File: config.mk
export PLATFORM = sky130hd
export DESIGN_NAME = gen_lin
export DESIGN_NICKNAME = d
export VERILOG_FILES = /design/src/logic/gen_pkg.sv /design/src/logic/gen_lin.sv
export VERILOG_INCLUDE_DIRS = /design/src /design/src/logic
export SDC_FILE = /design/constraint.sdc
export NUM_CORES = 1
export LEC_CHECK = 0
export ABC_AREA = 1
export ABC_CLOCK_PERIOD_IN_PS = 6530
export BUFFER_PORTS_ARGS = -buffer_cell sky130_fd_sc_hd__buf_2
export CORE_MARGIN = 8
export CORE_UTILIZATION = 59
export DETAILED_ROUTE_END_ITERATION = 7
export PLACE_DENSITY = 0.84
export SETUP_SLACK_MARGIN = 0.2
export SYNTH_ARGS = -nofsm -noshare
export SYNTH_HDL_FRONTEND = slang
export SYNTH_SLANG_ARGS = --single-unit
File: constraint.sdc
create_clock -name bus -period 6.53 [get_ports bus]
set_clock_uncertainty 0.05 [all_clocks]
set_input_delay 0.653 -clock bus [delete_from_list [all_inputs] [get_ports bus]]
set_output_delay 0.653 -clock bus [all_outputs]
set_load 0.01 [all_outputs]
File: src/logic/gen_params.svh
/*
 * generator channel widths, table depth
 * and register byte offsets
 */
`ifndef GEN_PARAMS_SVH
`define GEN_PARAMS_SVH

// sample and table geometry
`define GEN_DW   14
`define GEN_CWM  10
`define GEN_CWF  16
`define GEN_CW   (`GEN_CWM+`GEN_CWF)
// gain, signed with 14 fraction bits
`define GEN_MW   16
// register port
`define GEN_AW   7
// burst counters
`define GEN_CWL  32
`define GEN_CWN  16

`define GEN_A_CTL  7'h00
`define GEN_A_IEN  7'h08
`define GEN_A_IST  7'h0c
`define GEN_A_MRST 7'h10
`define GEN_A_MSTR 7'h14
`define GEN_A_MSTP 7'h18
`define GEN_A_MTRG 7'h1c
`define GEN_A_SIZ  7'h20
`define GEN_A_OFF  7'h24
`define GEN_A_STE  7'h28
`define GEN_A_BMD  7'h30
`define GEN_A_BDL  7'h34
`define GEN_A_BLN  7'h38
`define GEN_A_BNM  7'h3c
`define GEN_A_SBL  7'h40
`define GEN_A_SBN  7'h44
`define GEN_A_MUL  7'h50
`define GEN_A_SUM  7'h54
`define GEN_A_ENA  7'h58

`endif

File: src/logic/gen_pkg.sv
/*
 * types shared by the generator channel
 * sample, event, configuration, status and stream payload
 */
`include "gen_params.svh"

package gen_pkg;

  // signed DAC sample
  typedef logic signed [`GEN_DW-1:0] gen_smp_t;

  // event pulses, rst sits in bit 0
  typedef struct packed {
    logic trg;
    logic stp;
    logic str;
    logic rst;
  } gen_evt_t;

  // event output, software pulses plus engine events
  typedef struct packed {
    logic lst;  // last sample of last burst
    logic per;  // period or burst wrap
    logic trg;
    logic stp;
    logic str;
    logic rst;
  } gen_evo_t;

  typedef struct packed {
    // table walk, fixed point
    logic [`GEN_CW-1:0]  siz;
    logic [`GEN_CW-1:0]  off;
    logic [`GEN_CW-1:0]  ste;
    // burst shape
    logic                ben;
    logic                inf;
    logic [`GEN_CWM-1:0] bdl;
    logic [`GEN_CWL-1:0] bln;
    logic [`GEN_CWN-1:0] bnm;
    // linear stage
    logic [`GEN_MW-1:0]  mul;
    gen_smp_t            sum;
    logic                ena;
  } gen_cfg_t;

  typedef struct packed {
    logic                run;  // data or idle gap phase
    logic                trg;  // armed, waiting for trigger
    logic [`GEN_CWL-1:0] bln;  // idle gap cycle counter
    logic [`GEN_CWN-1:0] bnm;  // finished bursts
  } gen_sts_t;

  // stream payload, valid/ready travel beside it
  typedef struct packed {
    gen_smp_t dat;
    logic     lst;
  } gen_stm_t;

endpackage

File: src/logic/gen_lin.sv
/*
 * linear output stage
 * gain, offset, saturation and output enable
 */
`timescale 1ns/1ps
`include "gen_params.svh"

module gen_lin (
  input  logic              bus,
  input  logic              ctl_rst,
  input  gen_pkg::gen_cfg_t cfg,
  // input stream
  input  logic              sti_valid,
  input  gen_pkg::gen_stm_t sti,
  output logic              sti_ready,
  // output stream
  output logic              sto_valid,
  output gen_pkg::gen_stm_t sto,
  input  logic              sto_ready
);
  import gen_pkg::*;

  // gain fraction bits
  localparam int FRC = `GEN_MW - 2;
  localparam logic signed [`GEN_MW:0] MAXV = 2**(`GEN_DW-1) - 1;
  localparam logic signed [`GEN_MW:0] MINV = -(2**(`GEN_DW-1));

  logic signed [`GEN_DW+`GEN_MW-1:0] prd;
  logic signed [`GEN_DW+`GEN_MW-1:0] shf;
  logic signed [`GEN_MW:0]           add;
  gen_smp_t                          sat;
  // multiply stage register
  logic                              m_vld;
  logic signed [`GEN_MW-1:0]         m_dat;
  logic                              m_lst;
  logic                              s1_en;
  logic                              s2_en;

  // load when empty or being taken
  assign s2_en     = ~sto_valid | sto_ready;
  assign s1_en     = ~m_vld | s2_en;
  assign sti_ready = s1_en;

  // full product, then drop the gain fraction
  assign prd = $signed(sti.dat) * $signed(cfg.mul);
  assign shf = prd >>> FRC;

  // offset, clip to the sample range, then gate
  assign add = $signed(m_dat) + $signed(cfg.sum);
  always_comb begin
    if (!cfg.ena) begin
      sat = '0;
    end else if (add > MAXV) begin
      sat = MAXV[`GEN_DW-1:0];
    end else if (add < MINV) begin
      sat = MINV[`GEN_DW-1:0];
    end else begin
      sat = add[`GEN_DW-1:0];
    end
  end

  ////////////////////
  // pipeline
  ////////////////////

  always_ff @(posedge bus) begin
    if (ctl_rst) begin
      m_vld     <= 1'b0;
      sto_valid <= 1'b0;
    end else begin
      if (s1_en) m_vld <= sti_valid;
      if (s2_en) sto_valid <= m_vld;
    end
  end

  // product fits in 16 bits after the shift
  always_ff @(posedge bus) begin
    if (s1_en & sti_valid) begin
      m_dat <= shf[`GEN_MW-1:0];
      m_lst <= sti.lst;
    end
  end

  always_ff @(posedge bus) begin
    if (s2_en & m_vld) begin
      sto.dat <= sat;
      sto.lst <= m_lst;
    end
  end

endmodule

==> results of run 1 <==
-- cell families after synthesis --
| kind of cell | after synthesis | synth area share (%) |
|---|---|---|
| flip-flops | 34 | 9.162 |
| XOR/XNOR | 30 | 2.405 |
| AO/OA/AOI/OAI | 83 | 4.432 |
| buffers and inverters | 470 | 16.32 |
| adder cells (fa/ha/maj) | 303 | 49.75 |
| AND/OR/NAND/NOR | 485 | 17.93 |
-- flip-flops by register name, indices dropped and copies added (netlist names) --
| register | flops |
|---|---|
| sto_valid | 1 |
| m_vld | 1 |
| m_dat | 16 |
| m_lst | 1 |
| sto | 15 |
-- per-stage QoR --
step / instance area (um2) / utilization (%) / setup slack [ns]
finish: 11600 / 64.16 / 0.5141
global route: 11600 / 64.16 / 0.2254
CTS: 11600 / 64.12 / 0.4509
detailed placement: 11430 / 63.22 / 0.1694
global placement: 11430 / 63.22 / 0.2430
floorplan: 10930 / - / 0.4748
-- worst min path at each step --
stage                     slack [ns]          endpoint  cells past startpoint             from
final                           0.39  sto[0]$_DFFE_PP_                      0  m_lst$_DFFE_PP_
after global routing            0.42  sto[0]$_DFFE_PP_                      0  m_lst$_DFFE_PP_
after CTS                       0.40  sto[0]$_DFFE_PP_                      0  m_lst$_DFFE_PP_
after detailed placement        0.39  sto[0]$_DFFE_PP_                      0  m_lst$_DFFE_PP_
after global placement          0.35  sto[0]$_DFFE_PP_                      0  m_lst$_DFFE_PP_
after floorplan                 0.35  sto[0]$_DFFE_PP_                      0  m_lst$_DFFE_PP_
-- cell usage in the layout (no fill, tap or decap), drive strengths merged, types with 5 or more instances in the layout --
cell,netlist,final
a21oi,43,43
fa,219,219
nand2,368,368
a21o,5,5
nand3,44,44
nor3,8,8
o21ai,18,18
buf,4,75
nand4,5,5
edfxtp,32,32
clkbuf,40,8
ha,84,84
xor2,16,16
inv,426,425
nor2,52,52
xnor2,14,14
-- metal layers --
layer  global-route usage (%)  vias up  routed length, um  part of all wire (%)
met5                        0        -                  0                     0
met4                    7.473        0                688                   2.8
met3                    2.297       55               1411                   5.8
met2                    39.92      285              12320                    51
met1                    26.85     4187               9751                    40
li1                         -     4121                  -                     -
-- cell type report --
cell class                 instances  share of cell area (%)
timing repair buffer              76                   3.515
inverter                         426                   13.81
multi-input combinational        901                   70.18
sequential                        34                   8.625
tap                              229                   2.469
clock inverter                     1                  0.2588
clock buffer                       7                   1.143
-- worst reg2reg max path, cell delays in order, from the launching register on --
cell and delay, ns:
edfxtp_1 0.38, ha_1 0.24, fa_1 0.43, nand2_1 0.11
nand3_2 0.08, nand2_1 0.13, nand2_1 0.09, nand2_2 0.11
nand2_1 0.07, nand3_1 0.17, nand3_1 0.33, nand2_1 0.17
==> impl.org, run 1 <==
** Placement
- The count of buffers added on input and output ports is 66.
- Estimated wirelength of the detail-placed design :: 21020 um
- At the end of routability-driven placement, the weighted congestion stood at 0.9004.
- Number of placed cells counting well taps :: 1666

** Synthesis
- #FFs+latches synth :: 34
- Summing the sequential cell areas from Yosys gives 9.162% of the chip area.
- Number of cells produced by synthesis :: 1405
- Most frequent cells after synthesis :: inv_1, nand2_1, fa_1
- For this run, asynchronously set or reset flops after synthesis account for 0%.
- Synthesis produced a netlist with a net count of 1896.
- After synthesis the cells add up to 10930 um2.
- Dominant cells by area after synthesis :: fa_1, inv_1, nand2_1
- Most area-hungry cell type in the Yosys netlist :: fa_1
- Syn Area/Cell :: 7.776 um2
- Number of distinct library cell variants in the gate-level netlist after synthesis :: 37
- Main flop type after synthesis :: edfxtp_1
- The synthesized design devotes to its leading area cell type 40.13% of total area.
- Count leader, synth :: inv_1
- For this run, the number of Yosys warnings is 0.
- Number of flops mapped to enable cells by yosys :: 32

** Critical path
- Reg-to-reg slack, setup :: 4.04 ns
- Highest net fanout along the worst path :: 14
- The number of cells on the worst reg-to-reg path is 11.
- Reg2Reg Capture Point :: sto[4]$_SDFFCE_PN0P_
- At the worst endpoint, the arrival time is 6.00 ns.
- CP Launch Type :: primary input
- For the worst setup path, the data required time is 6.51 ns.
- The most critical setup path has its startpoint at cfg[30].
- Slowest cell delay on critical path :: 0.64 ns
- Origin of the critical flop-to-flop path :: m_dat[0]$_DFFE_PP_
- Cells along the critical path :: buf_2 > nand2_1 > fa_1 > fa_2 > inv_1 > buf_4 > fa_1 > inv_1 > fa_1 > fa_1 > inv_1 > fa_1 > ha_1 > a21oi_1 > o21bai_1 > a21oi_1 > nand2_1 > a31oi_1 > nand2_1 > nand2_1 > nand2_1
- Cell type group with the largest total delay on the critical path :: adder cells
- The critical path is of the primary input to flip-flop type.
- Critical Path Sink :: m_dat[15]$_DFFE_PP_
- Count of cell instances traversed by the critical path :: 21
- Bufs and invs on worst path :: 5
- For this design, the slowest cell found on the critical path is fa_2.
- The worst setup path is captured at a flip-flop.

** Floorplanning
- In this run the count of I/O pins placed on the die edge is 205.
- Number of rows created at floorplan :: 49
- The total area inside the core boundary comes to 18090 um2.
- The floorplan step defined a die boundary enclosing 23130 um2.
- In this run the horizontal extent of the chip is 152.1 um.
- The floorplan step set the die height to 152.1 um.
- The initial utilization of the core area, before any placement, comes to 60.41%.

** Job
- The tool flagged a number of max-cap violations equal to 0.

** Global routing
- The via count of the first global-routing pass came to 9502.
- The number of antenna violations at the first check in global routing came to 0.
- The first global-routing pass estimated 42790 um of wire.
- For this run the aggregate overflow at the end of global routing stands at 0.
- Pin count of the biggest net entering global routing :: 18
- Combined global-route utilization of all metal layers :: 22.01%

** CTS
- Number of H-tree levels :: 2
- TritonCTS Buffers :: 5
- After clock tree synthesis, the flow added hold-fix buffers numbering 0.
- Worst-Skew Late Latency :: 0.28 ns
- Clock Path Buffers :: 2
- Clock-pin slew was measured on the worst setup and hold paths at 0.05 ns.
- Clock tree synthesis selected as its root buffer the cell clkbuf_16.
- Number of clock sinks :: 34
- CTS tree :: done
- Once the clock tree was built, the setup fixing pass inserted 0 buffers.
- Once the clock tree was built, the resizer swapped 0 gates to a different size.

** Timing
- Unrepaired setup endpoints after global routing :: false
- Number of pins exceeding their max-slew limit in the final report :: 0
- For the final routed database, the setup TNS stands at 0 ns.
- Setup violations remaining at the end of the flow were counted as 0.
- Derived from the worst setup path, the maximum achievable clock frequency is 166.2 MHz.
- The number of failing hold endpoints at the final stage was 0.
- Final Critical Period :: 6.016 ns
- Min Hold Slack :: 0.3949 ns
- Final period util :: 92.13%
- Max-Slew Margin vs Limit :: 54.33%
- For the pin with the worst max-slew slack, the measured transition is 0.6843 ns.

** Routing
- For this block, the initial DRC count from the detailed router was 584.
- After detailed routing, the total wire length is 24170 um.
- Via count :: 8648
- Using the TritonRoute via totals, the vias-per-cell ratio works out to 5.166.
- DR DRC count :: 0
- Dividing the detail-routed wire length by the instance count gives 14.44 um.
- The detail route stage leaves a number of antenna-violating nets equal to 0.
- First-pass detailed-route iteration total :: 6

** Final layout
- Cell Count, Final, Fillers Out :: 1674
- Number of diodes :: 0
- Counting the fill cells in the layout gives 1531.
- From synthesis to final layout, the design area changed by 6.219%.
- Summing all multi-input logic gate instances after layout gives 8144 um2.
- Fraction of layout instances using a drive strength above 1 :: 6.990%
- Registers take 1001 um2.
- Layout Nets :: 1935

** Min path
- The tightest min-delay check is of the flip-flop to flip-flop type.

** Outcome
- The run finished with clean final reports.
Power of run 1 is left out: the tool's default activity adds up to more than one toggle a clock period on the data nets, which glitch-free logic cannot reach.
==> run 2, diff against run 1 <==
--- a/config.mk
+++ b/config.mk
@@ -6,11 +6,12 @@
 export SDC_FILE = /design/constraint.sdc
 export NUM_CORES = 1
 export LEC_CHECK = 0
-export ABC_AREA = 1
+export ABC_AREA = 0
 export ABC_CLOCK_PERIOD_IN_PS = 6530
 export BUFFER_PORTS_ARGS = -buffer_cell sky130_fd_sc_hd__buf_2
+export CORE_ASPECT_RATIO = 1.75
 export CORE_MARGIN = 8
-export CORE_UTILIZATION = 59
+export CORE_UTILIZATION = 58
 export DETAILED_ROUTE_END_ITERATION = 7
 export PLACE_DENSITY = 0.84
 export SETUP_SLACK_MARGIN = 0.2
==> run 2 against run 1 <==
  * Critical path depth rose by 1
  * Worst hold slack worse by 0.0084 ns
  * Via count down 12%
  * Highest routed layer unchanged
  * Non-clock buffer count increased by 67
  * Sequential share of layout area up 0.13 points
  * Setup slack got worse by 0.39 ns
  * Final cell count decreased by 18%
  * Area after synthesis fell by 9.1%
  * Die area is 6.1% lower
  * Design area fell by 1.5%
  * Global-route usage up 2.2 points
==> impl.org, run 2 <==
** Outcome
- Status :: finished, final reports clean

** Final layout
- Excluding fillers, the count of instances in the completed layout stands at 1371.
- The final layout contains 1634 nets.
- Final cell area excluding filler cells :: 11430 um2
- Most frequent cells in the layout :: inv_1, fa_1, and2_1
- The repair_antennas step left the layout with diodes totalling 0.
- Area added between synthesis and finish :: 15.12%
- The layout has 1261 filler cells.
- The register with the most flip-flops in the layout has 16 of them.
- The largest registers in the layout are m_dat (16), sto (15).
- Final design utilization :: 67.76%
- Leaving out fill and tap cells, the most frequent cell in the layout is inv_1.
- Biggest register :: m_dat
- In the final layout, the share of cells above drive strength 1 is 17.48%.

** Critical path
- Highest net fanout along the worst path :: 5
- Arrival time at the worst endpoint :: 6.39 ns
- The worst setup path is captured at a flip-flop.
- CP Launch Type :: primary input
- The critical path is of the primary input to flip-flop type.
- Worst path required time :: 6.52 ns

** CTS
- Clock-pin slew was measured on the worst setup and hold paths at 0.06 ns.
- TritonCTS built the clock tree.
- Number of H-tree levels :: 2
- Worst-Skew Late Latency :: 0.28 ns
- After clock tree synthesis, the flow added hold-fix buffers numbering 0.
- In this run the deepest clock path goes through 2 buffers.
- Counting the buffers created by CTS gives 5.
- For this design, the sink count on the clock tree is 34.
- The tree is rooted in a clkbuf_16.

** Routing
- DR DRC count :: 0
- Average wire length per cell after detail routing :: 18.52 um
- The final layout contains routed wiring with a total length of 25390 um.
- Per-cell via count in the routed design :: 5.561
- First-pass detailed-route iteration total :: 4
- The first routing iteration left 358 violations.
- Via count :: 7624
- Final antenna-violating net count :: 0

** Timing
- At the pin with the least slew margin, the transition time is 1.350 ns.
- Count of endpoints failing setup in the final report :: 0
- The worst pin sits at a relative slew slack of 9.803%.
- Min Hold Slack :: 0.3865 ns
- Counting I/O delays and the setup requirement, the final critical path takes 6.407 ns.
- Upper clock frequency limit :: 156.1 MHz
- Final period util :: 98.11%
- Number of pins exceeding their max-slew limit in the final report :: 0
- The number of failing hold endpoints at the final stage came to 0.
- Unrepaired setup endpoints after global routing :: true

** Synthesis
- Of the synthesized area, sequential elements account for 10.08%.
- Synthesis produced a netlist whose cell count is 1026.
- In the synthesized netlist the dominant register cell turns out to be edfxtp_1.
- Counting flops with a built-in enable in the synthesized netlist gives 32.
- The share of synthesized area in the top cell type comes to 44.15%.
- Post-Synthesis Net Count :: 1517
- Syn Area/Cell :: 9.678 um2
- Synthesis inferred 34 register bits.
- Most frequent cells after synthesis :: inv_1, fa_1, and2_1
- After synthesis, the netlist uses 55 different library cells.
- Yosys warning total :: 0
- Yosys instantiated no cell more often than inv_1.
- After synthesis the cells add up to 9930 um2.
- Dominant cells by area after synthesis :: fa_1, ha_1, edfxtp_1
- Of all cell types, the one taking the most synthesized area is fa_1.
- Share of synthesized flip-flops with an asynchronous set or reset :: 0%

** Placement
- Routability-driven placement finished with a final weighted congestion of 0.9034.
- Number of placed cells counting well taps :: 1352
- Total of buffers placed on input and output ports :: 66
- Detailed placement finished with a half-perimeter wire length of 20620 um.
- Once placement finished, the instance area stood at 10930 um2.

** Floorplanning
- The die covers 21730 um2.
- In this run the vertical extent of the chip is 189.1 um.
- The floorplan step set the die width to 114.9 um.
- The initialized floorplan defines 63 standard-cell rows.
- Initial Utilization :: 58.86%
- The core region is 16870 um2.
- I/O Pins :: 205

** Global routing
- The via count of the first global-routing pass was 8816.
- Pin count of the biggest net entering global routing :: 18
- Initial antenna violation count :: 0
- Combined global-route utilization of all metal layers :: 24.17%
- Wire length of the first global-routing pass :: 40790 um
- After global routing the overflow that remains totals 0.

** Job
- Max Cap Viol :: 0

** Min path
- The path class of the tightest hold or removal check is flip-flop to flip-flop.
## run 2: changes by cell type in the layout (fill, tap and decap cells not counted), sizes merged, moves of 18 or more
| cell | previous run | this run |
|---|---|---|
| inv | 425 | 243 |
| a21oi | 43 | 21 |
| nor2 | 52 | 34 |
| nand2 | 368 | 99 |
| and2 | 0 | 121 |
| buf | 75 | 142 |
| nand3 | 44 | 5 |
## run 2: repair_timing
item,in CTS,in global routing
pin swaps,11,30
setup endpoints to repair,6,7
resized for setup,22,47
buffers inserted,7,4
## run 2: layout make-up
cell class,instances,area [um2],share of cell area [%]
flip-flops and latches,34,1001,8.757
inverters,243,912.1,7.979
well taps,227,284.0,2.485
clock inverters,2,13.76,0.1204
clock buffers,6,128.9,1.127
repair buffers,143,1017,8.899
multi-input cells,716,8074,70.63
## run 2: worst max-delay path, stage by stage
cell and delay, ns:
buf_8 0.11, and2_4 0.15, fa_1 0.58, inv_1 0.06
fa_1 0.47, inv_1 0.05, fa_1 0.46, fa_1 0.55
fa_1 0.55, inv_2 0.04, fa_1 0.49, inv_2 0.05
ha_4 0.26, and3_4 0.19, a221o_1 0.28, a211oi_4 0.08
o41ai_4 0.44, a31oi_4 0.18, a211oi_4 0.30, or2_4 0.18
a311oi_2 0.10, buf_4 0.16
## run 2: per-layer routing
layer	up-vias	wire (um)	GRT usage [%]
met5	-	0	0
met4	0	2065	17.08
met3	143	786	2.169
met2	269	14580	46.60
met1	3867	7958	22.82
li1	3345	-	-
## run 2: logic make-up (layout without fill, tap and decap cells)
| family | Yosys count | count (layout) | synth area share, % |
|---|---|---|---|
| compound gates | 93 | 93 | 6.956 |
| fa+ha+maj | 303 | 303 | 54.74 |
| xor+xnor | 34 | 34 | 2.999 |
| buf+inv | 276 | 394 | 10.52 |
| mux | 1 | 1 | 0.1008 |
| flops | 34 | 34 | 10.08 |
| simple gates | 285 | 285 | 14.60 |
## run 2: worst paths after layout
kind	start	endpoint	slack (ns)	cells past startpoint
worst min-delay path	m_lst$_DFFE_PP_	sto[0]$_DFFE_PP_	0.39	0
worst max-delay path	sti[3]	m_dat[15]$_DFFE_PP_	0.12	22
worst max register to register	m_dat[0]$_DFFE_PP_	sto[8]$_SDFFCE_PN0P_	2.88	9
worst min register to register	m_lst$_DFFE_PP_	sto[0]$_DFFE_PP_	0.39	0
## run 2: through the flow
step	worst slack, ns	setup TNS, ns
2_1_floorplan	0.2112	0
3_5_place_dp	-0.4977	-1.376
6_report	0.1233	0
4_1_cts	0.1019	0
5_1_grt	-0.008467	-0.01599
3_3_place_gp	-0.4015	-0.9817
Power of run 2 is left out for the same reason.
